`src/verilog/sccb_pkg.sv`:
```
package sccb_pkg;

	//////////////////////////////////////////////////////////////////////
	// Link widths

	// Four 8b10b symbols per word, lane 0 first on the wire
	localparam int SYMBOL_WIDTH = 4;
	localparam int DATA_WIDTH = 8 * SYMBOL_WIDTH;
	localparam int ADDR_WIDTH = 32;

	// Byte count of one link word, 0 to 4
	localparam int NVALID_WIDTH = 3;

	// Credits returned per cycle, 0 to 2
	localparam int CREDIT_WIDTH = 2;

	//////////////////////////////////////////////////////////////////////
	// Symbol codes

	localparam logic [7:0] K_APB_WRITE = 8'hfb;	// K27.7
	localparam logic [7:0] K_APB_READ = 8'h1c;	// K28.0
	localparam logic [7:0] K_END = 8'hdc;		// K28.6
	localparam logic [7:0] K_IDLE = 8'hbc;		// K28.5

	// CRC-8, x^8 + x^2 + x + 1, zero seed
	localparam logic [7:0] CRC_POLY = 8'h07;

	// Consecutive idle words before the link counts as up
	localparam int LINK_UP_IDLES = 4;
	localparam int IDLE_CNT_WIDTH = $clog2(LINK_UP_IDLES);

	// One slot per sender credit
	localparam int QUEUE_DEPTH = 2;
	localparam int QUEUE_PTR_WIDTH = $clog2(QUEUE_DEPTH);
	localparam int QUEUE_CNT_WIDTH = $clog2(QUEUE_DEPTH + 1);

	//////////////////////////////////////////////////////////////////////
	// Enums

	typedef enum logic [1:0] {FRAME_WRITE, FRAME_READ, FRAME_OTHER} frame_type_t;

	typedef enum logic [1:0] {LINK_DOWN, LINK_IDLE, LINK_FRAME} link_state_t;

	typedef enum logic [1:0] {DEC_IDLE, DEC_ADDR, DEC_DATA, DEC_DONE} dec_state_t;

	typedef enum logic [1:0] {APB_IDLE, APB_SETUP, APB_ACCESS} apb_state_t;

endpackage

```
`src/verilog/sccb_rx_link.sv`:
```
`timescale 1ns/1ps

module sccb_rx_link (
	input  logic                                rx_clk,
	input  logic                                rst_n,
	input  logic [sccb_pkg::SYMBOL_WIDTH-1:0]   rx_kchar,
	input  logic [sccb_pkg::DATA_WIDTH-1:0]     rx_data,
	input  logic                                rx_data_valid,
	output logic                                ll_link_up,
	output logic                                ll_start,
	output logic                                ll_valid,
	output logic [sccb_pkg::NVALID_WIDTH-1:0]   ll_nvalid,
	output logic [sccb_pkg::DATA_WIDTH-1:0]     ll_data,
	output logic                                ll_commit,
	output logic                                ll_drop
);
	import sccb_pkg::*;

	link_state_t state;
	logic [IDLE_CNT_WIDTH-1:0] idle_cnt;
	logic [7:0] crc_q;
	logic [7:0] crc_next;
	logic [7:0] crc_rx;
	logic crc_match;
	logic end_ok;
	logic end_bad;
	logic word_idle;
	logic start_word;
	logic accept_word;
	logic has_end;
	logic [1:0] end_lane;
	logic [NVALID_WIDTH-1:0] nbytes;
	logic [SYMBOL_WIDTH-1:0] end_hit;
	logic [SYMBOL_WIDTH-1:0] data_mask;
	logic [SYMBOL_WIDTH-1:0] k_allowed;
	logic k_bad;
	logic [DATA_WIDTH-1:0] byte_mask;

	// Run the CRC over the first nbytes lanes, lane 0 first
	function automatic logic [7:0] crc8_word(input logic [7:0] crc_in,
		input logic [DATA_WIDTH-1:0] data, input logic [NVALID_WIDTH-1:0] nb);
		logic [7:0] c;
		c = crc_in;
		for (int i = 0; i < SYMBOL_WIDTH; i++) begin
			if (i < nb) begin
				c = c ^ data[8*i +: 8];
				for (int b = 0; b < 8; b++) begin
					c = c[7] ? ((c << 1) ^ CRC_POLY) : (c << 1);
				end
			end
		end
		return c;
	endfunction

	//////////////////////////////////////////////////////////////////////
	// Word classification

	always_comb begin
		word_idle = (rx_kchar == '1);
		for (int i = 0; i < SYMBOL_WIDTH; i++) begin
			if (rx_data[8*i +: 8] != K_IDLE)
				word_idle = 1'b0;
			end_hit[i] = rx_kchar[i] && (rx_data[8*i +: 8] == K_END);
		end

		// Lowest end marker wins
		// An end in the last lane has no room for the CRC, so it counts as a stray K
		has_end = 1'b0;
		end_lane = 2'd0;
		for (int i = SYMBOL_WIDTH - 2; i >= 0; i--) begin
			if (end_hit[i]) begin
				has_end = 1'b1;
				end_lane = 2'(i);
			end
		end
		nbytes = has_end ? NVALID_WIDTH'(end_lane) : NVALID_WIDTH'(SYMBOL_WIDTH);

		// Lanes below the end marker carry frame bytes
		for (int i = 0; i < SYMBOL_WIDTH; i++) begin
			data_mask[i] = (i < nbytes);
			byte_mask[8*i +: 8] = {8{data_mask[i]}};
		end

		// Any K lane other than the type byte is unknown
		start_word = (state == LINK_IDLE) && rx_kchar[0] &&
			(rx_data[7:0] != K_IDLE) && (rx_data[7:0] != K_END);
		k_allowed = {{(SYMBOL_WIDTH - 1){1'b0}}, start_word};
		k_bad = |(rx_kchar & data_mask & ~k_allowed);

		accept_word = rx_data_valid && !k_bad && (start_word || (state == LINK_FRAME));

		// CRC byte sits right after the end marker
		crc_rx = rx_data[8 * (int'(end_lane) + 1) +: 8];
		crc_next = crc8_word((state == LINK_FRAME) ? crc_q : 8'h00, rx_data, nbytes);
		crc_match = (crc_next == crc_rx);
	end

	//////////////////////////////////////////////////////////////////////
	// Link state and frame delimiting

	always_ff @(posedge rx_clk) begin
		if (!rst_n) begin
			state <= LINK_DOWN;
			idle_cnt <= '0;
			ll_start <= 1'b0;
			ll_valid <= 1'b0;
			ll_nvalid <= '0;
			end_ok <= 1'b0;
			end_bad <= 1'b0;
			ll_commit <= 1'b0;
			ll_drop <= 1'b0;
		end else begin
			ll_start <= 1'b0;
			ll_valid <= 1'b0;
			ll_nvalid <= '0;
			end_ok <= 1'b0;
			end_bad <= 1'b0;

			// Verdict goes out one cycle behind the last word
			ll_commit <= end_ok;
			ll_drop <= end_bad;

			if (accept_word) begin
				ll_start <= start_word;
				ll_valid <= 1'b1;
				ll_nvalid <= nbytes;
				if (has_end) begin
					end_ok <= crc_match;
					end_bad <= !crc_match;
				end
			end

			case (state)
				LINK_DOWN: begin
					if (rx_data_valid && word_idle) begin
						idle_cnt <= idle_cnt + 1'b1;
						if (idle_cnt == IDLE_CNT_WIDTH'(LINK_UP_IDLES - 1)) begin
							idle_cnt <= '0;
							state <= LINK_IDLE;
						end
					end else begin
						idle_cnt <= '0;
					end
				end

				LINK_IDLE: begin
					if (!rx_data_valid)
						state <= LINK_DOWN;
					else if (accept_word && !has_end)
						state <= LINK_FRAME;
				end

				LINK_FRAME: begin
					// Lost word or stray K ends the frame with a drop
					if (!rx_data_valid) begin
						end_bad <= 1'b1;
						state <= LINK_DOWN;
					end else if (k_bad) begin
						end_bad <= 1'b1;
						state <= LINK_IDLE;
					end else if (has_end) begin
						state <= LINK_IDLE;
					end
				end

				default: state <= LINK_DOWN;
			endcase
		end
	end

	// Running CRC and forwarded bytes, end marker and CRC masked off
	always_ff @(posedge rx_clk) begin
		crc_q <= crc_next;
		ll_data <= rx_data & byte_mask;
	end

	assign ll_link_up = (state != LINK_DOWN);

endmodule

```
`src/verilog/sccb_frame_decoder.sv`:
```
`timescale 1ns/1ps

module sccb_frame_decoder (
	input  logic                              rx_clk,
	input  logic                              rst_n,
	input  logic                              ll_link_up,
	input  logic                              ll_start,
	input  logic                              ll_valid,
	input  logic [sccb_pkg::DATA_WIDTH-1:0]   ll_data,
	input  logic                              ll_commit,
	input  logic                              ll_drop,
	output logic                              cmd_push,
	output logic [sccb_pkg::ADDR_WIDTH-1:0]   cmd_addr,
	output logic [sccb_pkg::DATA_WIDTH-1:0]   cmd_data,
	output logic                              write_refund
);
	import sccb_pkg::*;

	dec_state_t state;
	frame_type_t ftype;
	frame_type_t start_type;
	logic frame_done;
	logic [ADDR_WIDTH-1:0] addr_q;
	logic [DATA_WIDTH-1:0] data_q;

	// Type byte to frame class
	function automatic frame_type_t classify(input logic [7:0] type_byte);
		case (type_byte)
			K_APB_WRITE: return FRAME_WRITE;
			K_APB_READ: return FRAME_READ;
			default: return FRAME_OTHER;
		endcase
	endfunction

	assign start_type = classify(ll_data[7:0]);
	assign frame_done = (state == DEC_DONE);

	//////////////////////////////////////////////////////////////////////
	// Word sequencing

	// ftype outlives link-down so the late drop still sees the frame class
	always_ff @(posedge rx_clk) begin
		if (!rst_n) begin
			state <= DEC_IDLE;
			ftype <= FRAME_OTHER;
		end else begin
			if (ll_valid && ll_start) begin
				ftype <= start_type;
				// Reads and unknown types are only tracked until their verdict
				state <= (start_type == FRAME_WRITE) ? DEC_ADDR : DEC_IDLE;
			end else if (ll_commit || ll_drop) begin
				state <= DEC_IDLE;
			end else if (ll_valid) begin
				case (state)
					DEC_ADDR: state <= DEC_DATA;
					DEC_DATA: state <= DEC_DONE;
					// Extra word, frame too long
					default: state <= DEC_IDLE;
				endcase
			end

			if (!ll_link_up)
				state <= DEC_IDLE;
		end
	end

	//////////////////////////////////////////////////////////////////////
	// Address and data assembly

	// Wire order is big endian across lanes 0..3
	always_ff @(posedge rx_clk) begin
		if (ll_valid && ll_start) begin
			// Lane 1 is the sequence number, unused here
			addr_q[31:16] <= {ll_data[23:16], ll_data[31:24]};
		end else if (ll_valid && (state == DEC_ADDR)) begin
			addr_q[15:0] <= {ll_data[7:0], ll_data[15:8]};
			data_q[31:16] <= {ll_data[23:16], ll_data[31:24]};
		end else if (ll_valid && (state == DEC_DATA)) begin
			data_q[15:0] <= {ll_data[7:0], ll_data[15:8]};
		end
	end

	assign cmd_addr = addr_q;
	assign cmd_data = data_q;

	// Push lands in the commit cycle itself
	assign cmd_push = ll_commit && (ftype == FRAME_WRITE) && frame_done;

	// Sender spent a credit on any write frame, so give it back if nothing is queued
	assign write_refund = (ftype == FRAME_WRITE) && (ll_drop || (ll_commit && !frame_done));

endmodule

```
`src/verilog/sccb_cmd_queue.sv`:
```
`timescale 1ns/1ps

module sccb_cmd_queue (
	input  logic                                rx_clk,
	input  logic                                rst_n,
	input  logic                                cmd_push,
	input  logic [sccb_pkg::ADDR_WIDTH-1:0]     cmd_addr,
	input  logic [sccb_pkg::DATA_WIDTH-1:0]     cmd_data,
	input  logic                                cmd_pop,
	input  logic                                write_refund,
	output logic                                cmd_avail,
	output logic [sccb_pkg::ADDR_WIDTH-1:0]     q_addr,
	output logic [sccb_pkg::DATA_WIDTH-1:0]     q_data,
	output logic [sccb_pkg::CREDIT_WIDTH-1:0]   credit_return,
	output logic                                queue_overflow
);
	import sccb_pkg::*;

	logic [ADDR_WIDTH-1:0] addr_mem [QUEUE_DEPTH];
	logic [DATA_WIDTH-1:0] data_mem [QUEUE_DEPTH];
	logic [QUEUE_PTR_WIDTH-1:0] wr_ptr;
	logic [QUEUE_PTR_WIDTH-1:0] rd_ptr;
	logic [QUEUE_CNT_WIDTH-1:0] count;
	logic full;
	logic do_push;
	logic do_pop;

	function automatic logic [QUEUE_PTR_WIDTH-1:0] next_ptr(input logic [QUEUE_PTR_WIDTH-1:0] p);
		return (p == QUEUE_PTR_WIDTH'(QUEUE_DEPTH - 1)) ? '0 : p + 1'b1;
	endfunction

	assign full = (count == QUEUE_CNT_WIDTH'(QUEUE_DEPTH));
	assign do_pop = cmd_pop && (count != '0);
	// A pop in the same cycle frees the slot for the push
	assign do_push = cmd_push && (!full || do_pop);

	always_ff @(posedge rx_clk) begin
		if (!rst_n) begin
			wr_ptr <= '0;
			rd_ptr <= '0;
			count <= '0;
			queue_overflow <= 1'b0;
		end else begin
			if (do_push)
				wr_ptr <= next_ptr(wr_ptr);
			if (do_pop)
				rd_ptr <= next_ptr(rd_ptr);
			case ({do_push, do_pop})
				2'b10: count <= count + 1'b1;
				2'b01: count <= count - 1'b1;
				default: count <= count;
			endcase
			// Sticky, sender pushed past its credits
			if (cmd_push && !do_push)
				queue_overflow <= 1'b1;
		end
	end

	always_ff @(posedge rx_clk) begin
		if (do_push) begin
			addr_mem[wr_ptr] <= cmd_addr;
			data_mem[wr_ptr] <= cmd_data;
		end
	end

	// Head entry straight from storage
	assign cmd_avail = (count != '0);
	assign q_addr = addr_mem[rd_ptr];
	assign q_data = data_mem[rd_ptr];

	// One credit per finished write, one per refunded frame
	assign credit_return = CREDIT_WIDTH'(cmd_pop) + CREDIT_WIDTH'(write_refund);

endmodule

```
`src/verilog/sccb_apb_requester.sv`:
```
`timescale 1ns/1ps

module sccb_apb_requester (
	input  logic                                  rx_clk,
	input  logic                                  rst_n,
	input  logic                                  cmd_avail,
	input  logic [sccb_pkg::ADDR_WIDTH-1:0]       q_addr,
	input  logic [sccb_pkg::DATA_WIDTH-1:0]       q_data,
	input  logic                                  pready,
	input  logic                                  pslverr,
	output logic                                  cmd_pop,
	output logic                                  psel,
	output logic [sccb_pkg::ADDR_WIDTH-1:0]       paddr,
	output logic [sccb_pkg::DATA_WIDTH-1:0]       pwdata,
	output logic                                  pwrite,
	output logic [sccb_pkg::SYMBOL_WIDTH-1:0]     pstrb,
	output logic                                  penable,
	output logic                                  slave_error
);
	import sccb_pkg::*;

	apb_state_t state;

	//////////////////////////////////////////////////////////////////////
	// APB handshake

	always_ff @(posedge rx_clk) begin
		if (!rst_n) begin
			state <= APB_IDLE;
			psel <= 1'b0;
			penable <= 1'b0;
			slave_error <= 1'b0;
		end else begin
			case (state)
				// Pick up the queue head
				APB_IDLE: begin
					if (cmd_avail) begin
						psel <= 1'b1;
						state <= APB_SETUP;
					end
				end

				// One setup cycle, then access
				APB_SETUP: begin
					penable <= 1'b1;
					state <= APB_ACCESS;
				end

				// Wait states as long as the completer wants
				APB_ACCESS: begin
					if (pready) begin
						psel <= 1'b0;
						penable <= 1'b0;
						state <= APB_IDLE;
						if (pslverr)
							slave_error <= 1'b1;
					end
				end

				default: state <= APB_IDLE;
			endcase
		end
	end

	// Address and data held from setup through completion
	always_ff @(posedge rx_clk) begin
		if ((state == APB_IDLE) && cmd_avail) begin
			paddr <= q_addr;
			pwdata <= q_data;
		end
	end

	// Completion frees the slot and returns the credit in the same cycle
	assign cmd_pop = (state == APB_ACCESS) && pready;

	// Writes only, full word
	assign pwrite = 1'b1;
	assign pstrb = '1;

endmodule

```
`src/verilog/sccb_rx_bridge.sv`:
```
`timescale 1ns/1ps

module sccb_rx_bridge (
	input  logic                                  rx_clk,
	input  logic                                  rst_n,
	input  logic [sccb_pkg::SYMBOL_WIDTH-1:0]     rx_kchar,
	input  logic [sccb_pkg::DATA_WIDTH-1:0]       rx_data,
	input  logic                                  rx_data_valid,
	output logic                                  psel,
	output logic                                  penable,
	output logic                                  pwrite,
	output logic [sccb_pkg::ADDR_WIDTH-1:0]       paddr,
	output logic [sccb_pkg::DATA_WIDTH-1:0]       pwdata,
	output logic [sccb_pkg::SYMBOL_WIDTH-1:0]     pstrb,
	input  logic                                  pready,
	input  logic                                  pslverr,
	output logic                                  slave_error,
	output logic [sccb_pkg::CREDIT_WIDTH-1:0]     credit_return,
	output logic                                  queue_overflow
);
	import sccb_pkg::*;

	// Link layer to decoder
	logic ll_link_up;
	logic ll_start;
	logic ll_valid;
	logic [DATA_WIDTH-1:0] ll_data;
	logic ll_commit;
	logic ll_drop;

	// Decoder to queue
	logic cmd_push;
	logic [ADDR_WIDTH-1:0] cmd_addr;
	logic [DATA_WIDTH-1:0] cmd_data;
	logic write_refund;

	// Queue to requester
	logic cmd_avail;
	logic cmd_pop;
	logic [ADDR_WIDTH-1:0] q_addr;
	logic [DATA_WIDTH-1:0] q_data;

	//////////////////////////////////////////////////////////////////////
	// Receive path

	// Byte count not needed, the decoder works on fixed word positions
	sccb_rx_link i_rx_link (
		.rx_clk(rx_clk), .rst_n(rst_n),
		.rx_kchar(rx_kchar), .rx_data(rx_data), .rx_data_valid(rx_data_valid),
		.ll_link_up(ll_link_up), .ll_start(ll_start), .ll_valid(ll_valid),
		.ll_nvalid(), .ll_data(ll_data), .ll_commit(ll_commit), .ll_drop(ll_drop)
	);

	sccb_frame_decoder i_frame_decoder (
		.rx_clk(rx_clk), .rst_n(rst_n),
		.ll_link_up(ll_link_up), .ll_start(ll_start), .ll_valid(ll_valid),
		.ll_data(ll_data), .ll_commit(ll_commit), .ll_drop(ll_drop),
		.cmd_push(cmd_push), .cmd_addr(cmd_addr), .cmd_data(cmd_data),
		.write_refund(write_refund)
	);

	sccb_cmd_queue i_cmd_queue (
		.rx_clk(rx_clk), .rst_n(rst_n),
		.cmd_push(cmd_push), .cmd_addr(cmd_addr), .cmd_data(cmd_data),
		.cmd_pop(cmd_pop), .write_refund(write_refund),
		.cmd_avail(cmd_avail), .q_addr(q_addr), .q_data(q_data),
		.credit_return(credit_return), .queue_overflow(queue_overflow)
	);

	sccb_apb_requester i_apb_requester (
		.rx_clk(rx_clk), .rst_n(rst_n),
		.cmd_avail(cmd_avail), .q_addr(q_addr), .q_data(q_data),
		.pready(pready), .pslverr(pslverr), .cmd_pop(cmd_pop),
		.psel(psel), .paddr(paddr), .pwdata(pwdata), .pwrite(pwrite),
		.pstrb(pstrb), .penable(penable), .slave_error(slave_error)
	);

endmodule

```
`config.mk`:
```
export PLATFORM = sky130hd
export DESIGN_NAME = sccb_rx_bridge
export DESIGN_NICKNAME = d
export VERILOG_FILES = /design/src/verilog/sccb_pkg.sv /design/src/verilog/sccb_rx_link.sv /design/src/verilog/sccb_frame_decoder.sv /design/src/verilog/sccb_cmd_queue.sv /design/src/verilog/sccb_apb_requester.sv /design/src/verilog/sccb_rx_bridge.sv
export SDC_FILE = /design/constraint.sdc
export NUM_CORES = 1
export LEC_CHECK = 0
export BUFFER_PORTS_ARGS = -buffer_cell sky130_fd_sc_hd__buf_4
export CAP_MARGIN = 10
export CORE_AREA = 2 2 154 156
export DETAILED_ROUTE_END_ITERATION = 7
export DIE_AREA = 0 0 156 158
export PLACE_DENSITY = 0.83
export SYNTH_ARGS = -nofsm -noshare
export SYNTH_HDL_FRONTEND = slang
export SYNTH_SLANG_ARGS = --single-unit
```
`constraint.sdc`:
```
create_clock -name rx_clk -period 7.1 [get_ports rx_clk]
set_input_delay 2.13 -clock rx_clk [delete_from_list [all_inputs] [get_ports rx_clk]]
set_output_delay 2.13 -clock rx_clk [all_outputs]
set_load 0.01 [all_outputs]
```
==> summary.md, run 1 <==
| Metric | Value |
|---|---|
| DR iter-0 viols | 664 |
| Die H | ~160 um |
| Vias in the first global route | about 7700 |
| Input/output buffers | 110 |
| FILL cells | roughly 1600 |
| RD Place Congestion | 0.915 |
| Slew Limit Headroom | 0.380 |
| Power per cell area | 334 nW/um^2 |
| Fmax achieved | 162 MHz |
| WS Path Type | primary input to register |
| Clock-pin slew on the worst setup and hold paths | around 60 ps |
| IO Count | approximately 120 |
| Met3 Resource Use GR | 0.0364 |
| Met1 usage | 0.327 |
| Post-route DRC violation count | 0 |
| P_leak | 5.65 nW |
| CTS Buf Count | 30 |
| Initial antenna violation count | 1 |
| Global-route wire length before repair | about 45 mm |
| Number of synthesis warnings | 0 |
| TritonCTS clock tree | built |
| Synth Register Bits | 320 |
| Core Box Area | 23100 um^2 |
| Clock skew | roughly 16 ps |
| RSZ-0062 raised after global routing | false |
| Maximum clock path buffer count | 3 |
| Fin Setup TNS | 0 ps |
| Die Area | 24600 um^2 |
| Area delta synth->final | 16.1% |
| Starting density of the core | 0.580 |
| GR peak layer | met2 |
| Worst setup margin | a little over 900 ps |
| Critical path arrival | 6570 ps |
| Vias | 7845 |
| Critical path startpoint category | primary input |
| Worst slew pin tran | a little over 900 ps |
| Post-placement setup slack | 425 ps |
| Most frequent cells in the layout | edfxtp_1 (256), buf_4 (125), mux2_2 (64) |
| Number of detailed-routing iterations run before antenna repair | 5 |
| Worst Path Max Fanout | 14 |
| Clock Latency Late Sink | roughly 540 ps |
| Num rows | 56 |
| Period utilization | 0.868 |
| Top_reg_cell synth | edfxtp_1 |
| Largest net degree at the start of global routing | 67 |
| Die width | 156 um |
| Post-CTS sizing | 0 |
| Min cycle time layout | 6160 ps |
| Placed wire-length estimate | approximately 20 mm |
| Post-synth EDFFs | 256 |
| Post-CTS Hold Fix Bufs | 0 |
| Routed Antenna Nets | 0 |
| M2 GR Usage | 0.406 |
| CTS H-Tree Depth | 1 |
| Hold crit path type | register to register |
| Commonest non-fill, non-tap cell in the layout | edfxtp_1 |
| GR Overflow Total | 0 |
| Fraction of registers with async set/reset | 0 |
| Clock root buffer | clkbuf_16 |
| Post-synthesis sequential area ratio | 0.671 |
| VDD IR-drop max | between 0.2 and 0.25 mV |
| Drt wl/cell | ~22 um |
| Post-synth cell types | 73 |
| Final setup viols | 0 |
| Slew Viols, Final | 0 |
| Post-Syn Instances | around 910 |
| Mapped Area | 13400 um^2 |
| MaxCap Viol Count | 0 |
| DR vias/cell | 5.85 |
| Global-route usage over all layers | 0.242 |
| Final-stage net count | 1074 |
| Critical Path Sink Type | register |
| Final WL | 29.3 mm |
| Final hold vios | 0 |
| CP Data Required Time | 7510 ps |
| Layout cells sized above 1 | 0.244 |
| Clock sinks | 320 |
| Status | completed |
| Mean post-synth cell area | about 15 um^2 |
| Post-CTS setup buffer count | 0 |
## per-layer routing
metal	wire (um)	up-vias
met1	12200	3845
met5	0	-
met3	1950	65
met2	14300	342
met4	906	0
li1	-	3593
## per-stage QoR
stage / hold slack [ps] / instance area, um^2 / power, mW / instances / utilization
global route: 439 / 15500 / 5.36 / 1340 / 0.673
global placement: 409 / 14500 / 3.61 / 1284 / 0.630
finish: 425 / 15500 / 5.19 / 1340 / 0.673
CTS: 429 / 15500 / 5.20 / 1339 / 0.673
floorplan: 404 / 13400 / 3.25 / 911 / -
detailed placement: 411 / 14500 / 3.61 / 1284 / 0.630
## registers in the layout, indices dropped and copies added (netlist names), 8 cells and up
name and flops:
i_cmd_queue.addr_mem 64, i_cmd_queue.data_mem 64, i_frame_decoder.cmd_data 32, i_rx_link.ll_data 32
i_apb_requester.paddr 32, i_rx_link.crc_q 8, i_apb_requester.pwdata 32, i_frame_decoder.cmd_addr 32
## critical path: stages
cell	delay [ps]
buf_4	160
and3b_1	280
and3_1	510
a211o_1	200
nand3_1	230
xnor2_1	430
xnor2_2	200
mux2i_1	470
xor3_1	470
xnor3_1	420
o211ai_1	200
nand4_1	110
a221oi_1	250
o211ai_1	210
nor3_1	210
a21oi_1	90
## cell type report
type | instances | area [um^2] | area share
clock buffer | 46 | 862 | 0.0555
antenna | 1 | 2.50 | 0.000161
clock inverter | 9 | 135 | 0.00870
inverter | 14 | 52.6 | 0.00339
multi-input combinational | 535 | 4200 | 0.271
timing repair buffer | 125 | 938 | 0.0604
tap | 290 | 363 | 0.0234
sequential | 320 | 8970 | 0.578
## final timing paths
path                    startpoint                      endpoint  slack (ps)  cells after the start
max                     rx_data[5]             i_rx_link.end_bad         940                     16
min          i_rx_link.ll_data[19]  i_frame_decoder.cmd_addr[27]         420                      0
max reg2reg     i_rx_link.state[1]             i_rx_link.end_bad        1860                     15
min reg2reg  i_rx_link.ll_data[19]  i_frame_decoder.cmd_addr[27]         420                      0
## synthesized netlist by cell type, types with 4 or more instances
cell	n	area share
a21oi_1	26	0.0097
xor3_1	6	0.011
edfxtp_1	256	0.58
xnor2_1	59	0.039
o211ai_1	5	0.0028
nand2_1	37	0.010
nor3_1	16	0.0060
o21ai_0	27	0.010
or3_1	6	0.0028
inv_1	14	0.0039
o21bai_1	4	0.0022
nand2b_1	5	0.0023
mux2i_1	6	0.0045
mux2_2	64	0.054
and2_1	25	0.012
clkbuf_1	28	0.0079
dfxtp_1	64	0.096
xor2_1	21	0.014
buf_4	6	0.0034
nand3b_1	5	0.0028
nand3_1	15	0.0056
nor2b_1	4	0.0019
xnor3_1	15	0.025
and3b_1	4	0.0026
ha_1	7	0.0066
o21a_1	9	0.0051
and3_1	19	0.0089
nand4_1	11	0.0051
buf_2	4	0.0015
nor2_1	60	0.017
nor4_1	10	0.0047
## where the power goes
group          switching [mW]  internal [mW]
registers              0.0367           2.06
logic                   0.793          0.702
clock network           0.652          0.947
total                    1.48           3.71
## kinds of logic (layout without fill, tap and decap cells)
kind of cell | Yosys count | in the layout | share of synthesized area
flops | 320 | 320 | 0.671
simple gates | 243 | 243 | 0.0989
xor+xnor | 105 | 105 | 0.0932
compound gates | 103 | 103 | 0.0510
mux | 72 | 72 | 0.0605
buf+inv | 56 | 194 | 0.0185
fa+ha+maj | 7 | 7 | 0.00655
other cells | 1 | 6 | 0.000281
(Power assumes the default switching activity.)
==> inputs of run 2 (changes only) <==
PLACE_DENSITY = not set   (was 0.83)
PLACE_DENSITY_LB_ADDON = 0.2   (was not set)
RECOVER_POWER = 100   (was not set)
==> run 2 against run 1 <==
The flow now finishes with violations (max-capacitance violations, max-slew violations); power rose by 0.39%; register-to-register slack worse by 80 ps; non-clock buffer count decreased by 1; combinational power about the same; via count fell by 2.9%; wire length down 3.0%; final area fell by 2.1%; first-iteration DRC count is 23% lower; die area unchanged; global-route usage shrank 1.2 points; critical endpoint unchanged.
==> summary.md, run 2 (synthesis gave the netlist of run 1 again) <==
| Metric | Value |
|---|---|
| Status | complete, but fails checks |
| Failing checks | max-capacitance violations, max-slew violations |
| P_leak | 5.33 nW (-5.6%) |
| Seq pwr share | 0.402 (-0.002) |
| Hold_sp | i_rx_link.ll_data[8] |
| Vias | 7620 (-2.9%) |
| Final setup viols | 0 (unchanged) |
| Logic gate share of total power | 0.281 (-0.007) |
| Clock power frac | 0.317 (+0.009) |
| Fin Setup TNS | 0 ps (unchanged) |
| Power per cell area | 343 nW/um^2 (+2.5%) |
| CP Data Required Time | 7500 ps (about the same) |
| Global-route wire length before repair | 42.4 mm (-4.6%) |
| Core Box Area | 23100 um^2 (unchanged) |
| Placed wire-length estimate | 19.4 mm (-0.76%) |
| GR Overflow Total | 0 (unchanged) |
| Area delta synth->final | 13.7% |
| Maximum clock path buffer count | 3 (unchanged) |
| DR iter-0 viols | 512 (-23%) |
| Reg2Reg Setup Slack | 1780 ps (-80 ps) |
| Most frequent cells in the layout | edfxtp_1 (256), clkbuf_1 (94), dfxtp_1 (63) |
| Period utilization | 0.906 (+0.0382) |
| Post-CTS setup buffer count | 0 (unchanged) |
| Largest net degree at the start of global routing | 67 (unchanged) |
| Post-CTS Hold Fix Bufs | 0 (unchanged) |
| Die Area | 24600 um^2 (unchanged) |
| VDD IR-drop max | 0.268 mV (+13%) |
| Clock-pin slew on the worst setup and hold paths | 60 ps (about the same) |
| CTS Buf Count | 30 (unchanged) |
| Worst setup margin | 665 ps (-271 ps) |
| Crit path largest cell delay | 540 ps (+30 ps) |
| DR vias/cell | 5.69 (-2.8%) |
| Final hold vios | 0 (unchanged) |
| WS Path Type | primary input to register |
| R2R cell count | 15 (unchanged) |
| Fmax achieved | 155 MHz (-4.2%) |
| TritonCTS clock tree | built |
| IO Count | 116 (unchanged) |
| Input/output buffers | 110 (unchanged) |
| Clock skew | 18.5 ps (+2.35 ps) |
| MaxCap Viol Count | 4 (+4) |
| Drt wl/cell | 21.3 um (-2.9%) |
| Critical Path Sink Type | register |
| Slew Viols, Final | 217 (+217) |
| Clock sinks | 320 (unchanged) |
| CP max-delay cell | xnor3_1 |
| Ant diodes | 0 (-1) |
| Final WL | 28.5 mm (-3.0%) |
| Routed Antenna Nets | 0 (unchanged) |
| Number of detailed-routing iterations run before antenna repair | 5 (unchanged) |
| Post-placement setup slack | 462 ps (+36.8 ps) |
| RD Place Congestion | 0.883 (-3.5%) |
| Pint | 3.74 mW (+0.95%) |
| CTS H-Tree Depth | 1 (unchanged) |
| Num rows | 56 (unchanged) |
| Initial antenna violation count | 0 (-1) |
| Final-stage net count | 1073 (-0.093%) |
| Worst Path Max Fanout | 10 (-4) |
| Critical path startpoint category | primary input |
| Vias in the first global route | 7424 (-3.5%) |
| Die H | 158 um (unchanged) |
| Clock Latency Late Sink | 550 ps (about the same) |
| Post-CTS sizing | 0 (unchanged) |
| Global-route usage over all layers | 0.231 (-0.0117) |
| Cell breakdown of the critical path | clkbuf_1, and3b_1, nand3_1, clkbuf_1, and2_0, a21bo_2, a21oi_1, nor2_1, o21bai_1, xnor2_1, xnor3_1, o211ai_1, nand4_1, a221oi_1, o211ai_1, nor3_1, a21oi_1 |
| Hold depth | 0 (unchanged) |
| Post-route DRC violation count | 0 (unchanged) |
| Layout cells sized above 1 | 0.150 (-0.0944) |
| Biggest regs | i_cmd_queue.addr_mem: 64 flops, i_cmd_queue.data_mem: 64 flops |
| Hold crit path type | register to register |
| Net Sw Frac | 0.282 (-0.00401) |
| Clock root buffer | clkbuf_16 |
| Commonest non-fill, non-tap cell in the layout | edfxtp_1 |
| Slew Limit Headroom | -1.66 (-2.04) |
| Critical path arrival | 6840 ps (+270 ps) |
| Die width | 156 um (unchanged) |
| Hold endpoint | i_frame_decoder.cmd_addr[0] |
| FF-to-FF End | i_rx_link.end_bad |
| Worst slew pin tran | 3990 ps (+3060 ps) |
| Min cycle time layout | 6440 ps (+271 ps) |
| RR Startpoint | i_rx_link.state[1] |
| Switching power | 1.47 mW (-1.0%) |
| RSZ-0062 raised after global routing | false |
| Starting density of the core | 0.580 (unchanged) |
-- run 2: cell type report --
type | count | area (um^2)
tap | 290 | 363
clock buffer | 43 | 831
sequential | 320 | 8970
clock inverter | 13 | 198
timing repair buffer | 124 | 617
multi-input combinational | 535 | 4170
fill | 1692 | 7850
inverter | 14 | 52.6
-- run 2: layer usage --
layer	track usage	routed length (um)	vias up
li1	-	-	3590
met1	0.320	12400	3721
met2	0.379	13600	258
met3	0.0419	1750	51
met4	0.0638	686	0
met5	0	0	-
-- run 2: worst max-delay path by stage --
stage	start	end	slack, ps	depth (start not counted)
6_report	rx_data[5]	i_rx_link.end_bad	660	17
5_1_grt	rx_data[5]	i_rx_link.end_bad	330	17
4_1_cts	rx_data[5]	i_rx_link.end_bad	1030	16
3_5_place_dp	rx_data[5]	i_rx_link.end_bad	460	16
3_3_place_gp	rx_data[1]	i_rx_link.end_bad	600	16
2_1_floorplan	rx_data[3]	i_rx_link.end_bad	1060	16
-- run 2: worst max-delay path: cells and delay by family --
| kind | cells | cell delay, ps |
|---|---|---|
| xor+xnor | 2 | 850 |
| simple gates | 6 | 1300 |
| compound gates | 7 | 1770 |
| buf+inv | 2 | 780 |
-- run 2: power groups by stage --
| stage | Combinational (mW) | Clock, mW | Sequential, mW |
|---|---|---|---|
| final | 1.47 | 1.65 | 2.09 |
| after global routing | 1.58 | 1.75 | 2.10 |
| after CTS | 1.49 | 1.68 | 2.09 |
| after detailed placement | 1.48 | 0 | 2.13 |
| after global placement | 1.51 | 0 | 2.13 |
| after floorplan | 1.14 | 0 | 2.11 |
-- run 2: metrics by stage --
| step | total power, mW | area, um^2 | cells | util | hold WS, ps |
|---|---|---|---|---|---|
| 3_5_place_dp | 3.61 | 14500 | 1283 | 0.630 | 413 |
| 5_1_grt | 5.43 | 15200 | 1339 | 0.659 | 428 |
| 3_3_place_gp | 3.64 | 14500 | 1283 | 0.630 | 409 |
| 6_report | 5.21 | 15200 | 1339 | 0.659 | 426 |
| 2_1_floorplan | 3.25 | 13400 | 911 | - | 404 |
| 4_1_cts | 5.26 | 15500 | 1339 | 0.674 | 426 |
==> inputs of run 3 (changes only) <==
ABC_CLOCK_PERIOD_IN_PS = 7100   (was not set)
CORE_AREA = 2 2 155 157   (was 2 2 154 156)
DIE_AREA = 0 0 157 159   (was 0 0 156 158)
MAX_ROUTING_LAYER = met4   (was not set)
SYNTH_HIERARCHICAL = 1   (was not set)
==> run 3 against run 2 <==
The run still ends with max-capacitance violations, max-slew violations left; clock-buffer cell count fell by 1; first-iteration DRC count fell by 17%; non-clock buffer count rose by 3; wire length fell by 6.4%; highest routed layer unchanged; sequential cell count rose by 1; die area rose by 1.3%; clock power fell by 4%; largest cell class unchanged; final cell count rose by 1.2%; critical path type unchanged; global-route usage fell by 0.87 points; power rose by 0.99%.
==> summary.md, run 3 <==
| Metric | Value |
|---|---|
| Post-route DRC violation count | 0 (unchanged) |
| Starting density of the core | 0.592 (+0.0122) |
| Vias in the first global route | 7111 (-4.2%) |
| Initial antenna violation count | 0 (unchanged) |
| Hold crit path type | register to register |
| Final-stage net count | 1059 (-1.3%) |
| Maximum clock path buffer count | 3 (unchanged) |
| Num rows | 56 (unchanged) |
| CP Data Required Time | 7530 ps (+30 ps) |
| Clock-pin slew on the worst setup and hold paths | 60 ps (about the same) |
| Biggest regs | i_cmd_queue/addr_mem: 64 flops, i_cmd_queue/data_mem: 64 flops |
| Fin Setup TNS | 0 ps (unchanged) |
| Hold_ws | 424 ps (-2.35 ps) |
| WS Path Type | primary input to register |
| IO Count | 116 (unchanged) |
| Clock Latency Late Sink | 540 ps (about the same) |
| Most frequent cells in the layout | edfxtp_1 (256), clkbuf_1 (89), xnor2_1 (73) |
| Worst slew pin tran | 3400 ps (-586 ps) |
| Number of synthesis warnings | 6 (+6) |
| Largest net degree at the start of global routing | 65 (-3.0%) |
| Min cycle time layout | 6490 ps (+56.2 ps) |
| Period utilization | 0.914 (+0.00792) |
| VDD IR-drop max | 0.260 mV (-2.9%) |
| RD Place Congestion | 0.958 (+8.5%) |
| Routed Antenna Nets | 0 (unchanged) |
| Critical path startpoint category | primary input |
| Die Area | 25000 um^2 (+1.3%) |
| Global-route wire length before repair | 40.7 mm (-4.1%) |
| Final setup viols | 0 (unchanged) |
| Critical path arrival | 6930 ps (+90 ps) |
| Slew Limit Headroom | -1.27 (+0.391) |
| Status | complete, but fails checks |
| Core Box Area | 23200 um^2 (+0.61%) |
| Die H | 159 um (+0.63%) |
| Layout cells sized above 1 | 0.128 (-0.0213) |
| Post-CTS setup buffer count | 0 (unchanged) |
| Number of detailed-routing iterations run before antenna repair | 5 (unchanged) |
| Slew Viols, Final | 180 (-17%) |
| Mapped Area | 13700 um^2 (+2.7%) |
| Input/output buffers | 110 (unchanged) |
| Clock root buffer | clkbuf_16 |
| Fin util | 0.658 (-0.00123) |
| DR vias/cell | 5.36 (-5.9%) |
| Post-CTS sizing | 0 (unchanged) |
| Commonest non-fill, non-tap cell in the layout | edfxtp_1 |
| Fmax achieved | 154 MHz (-0.87%) |
| Area delta synth->final | 11.2% |
| Drt wl/cell | 19.7 um (-7.5%) |
| P_leak | 5.41 nW (+1.5%) |
| Clock skew | 19.0 ps (+0.496 ps) |
| Mean post-synth cell area | 15.6 um^2 (+5.9%) |
| Final Cell Area | 15300 um^2 (+0.42%) |
| RSZ-0062 raised after global routing | false |
| Failing checks | max-capacitance violations, max-slew violations |
| Worst Path Max Fanout | 6 (-4) |
| Die width | 157 um (+0.64%) |
| Vias | 7257 (-4.8%) |
| Clock sinks | 321 (+0.31%) |
| CTS H-Tree Depth | 1 (unchanged) |
| DR iter-0 viols | 426 (-17%) |
| Global-route usage over all layers | 0.222 (-0.00865) |
| Area after DPL | 14800 um^2 (+2.3%) |
| Critical Path Sink Type | register |
| GR Overflow Total | 0 (unchanged) |
| Final WL | 26.6 mm (-6.4%) |
| Final hold vios | 0 (unchanged) |
| Power per cell area | 345 nW/um^2 (+0.57%) |
| Ant diodes | 0 (unchanged) |
| Power, Total | 5.26 mW (+0.99%) |
| Post-CTS Hold Fix Bufs | 0 (unchanged) |
| TritonCTS clock tree | built |
| Post-Syn Instances | 880 (-3.0%) |
| MaxCap Viol Count | 6 (+2) |
| CTS Buf Count | 30 (unchanged) |
| Placed wire-length estimate | 18.8 mm (-3.3%) |
| FILL cells | 1778 (+5.1%) |
-- run 3: final timing paths --
check,start,to,slack [ps],depth (start not counted)
max,rx_data[5],i_rx_link/end_bad,610,15
min,i_rx_link/ll_data[23],i_frame_decoder/cmd_data[31],420,0
min reg2reg,i_rx_link/ll_data[23],i_frame_decoder/cmd_data[31],420,0
max reg2reg,i_rx_link/state[1],i_rx_link/end_bad,1800,15
-- run 3: final cells by class --
type	count	area, um^2	area share
sequential	321	8990	0.589
multi-input combinational	516	4160	0.273
clock buffer	42	868	0.0569
timing repair buffer	127	641	0.0420
tap	319	399	0.0262
clock inverter	14	141	0.00926
inverter	16	60.1	0.00394
-- run 3: layer usage --
| layer | wire length (um) | share of wire | GRT usage |
|---|---|---|---|
| met1 | 12500 | 0.47 | 0.323 |
| met2 | 12200 | 0.46 | 0.335 |
| met3 | 1460 | 0.055 | 0.0283 |
| met4 | 546 | 0.020 | 0.0563 |
| met5 | 0 | 0 | - |
-- run 3: through the flow --
stage | setup slack, ps | instances
floorplan | 836 | 884
global placement | 488 | 1299
detailed placement | 420 | 1299
CTS | 991 | 1355
global route | 494 | 1355
finish | 609 | 1355
-- run 3: critical path, cell delays in order --
cell,delay [ps]
clkbuf_1,170
xnor2_2,320
xor2_2,310
mux2_4,350
a311oi_4,340
xnor3_1,570
mux2i_2,200
xnor2_1,560
xnor2_2,200
xnor3_1,480
xor3_2,450
xor2_1,180
a32oi_1,210
o211ai_1,140
o31a_1,310
-- run 3: power by group --
part / leakage (nW) / internal, mW / switching, mW
logic: 2.08 / 0.796 / 0.780
registers: 2.84 / 2.06 / 0.0421
clock network: 0.491 / 0.930 / 0.647
total: 5.41 / 3.79 / 1.47
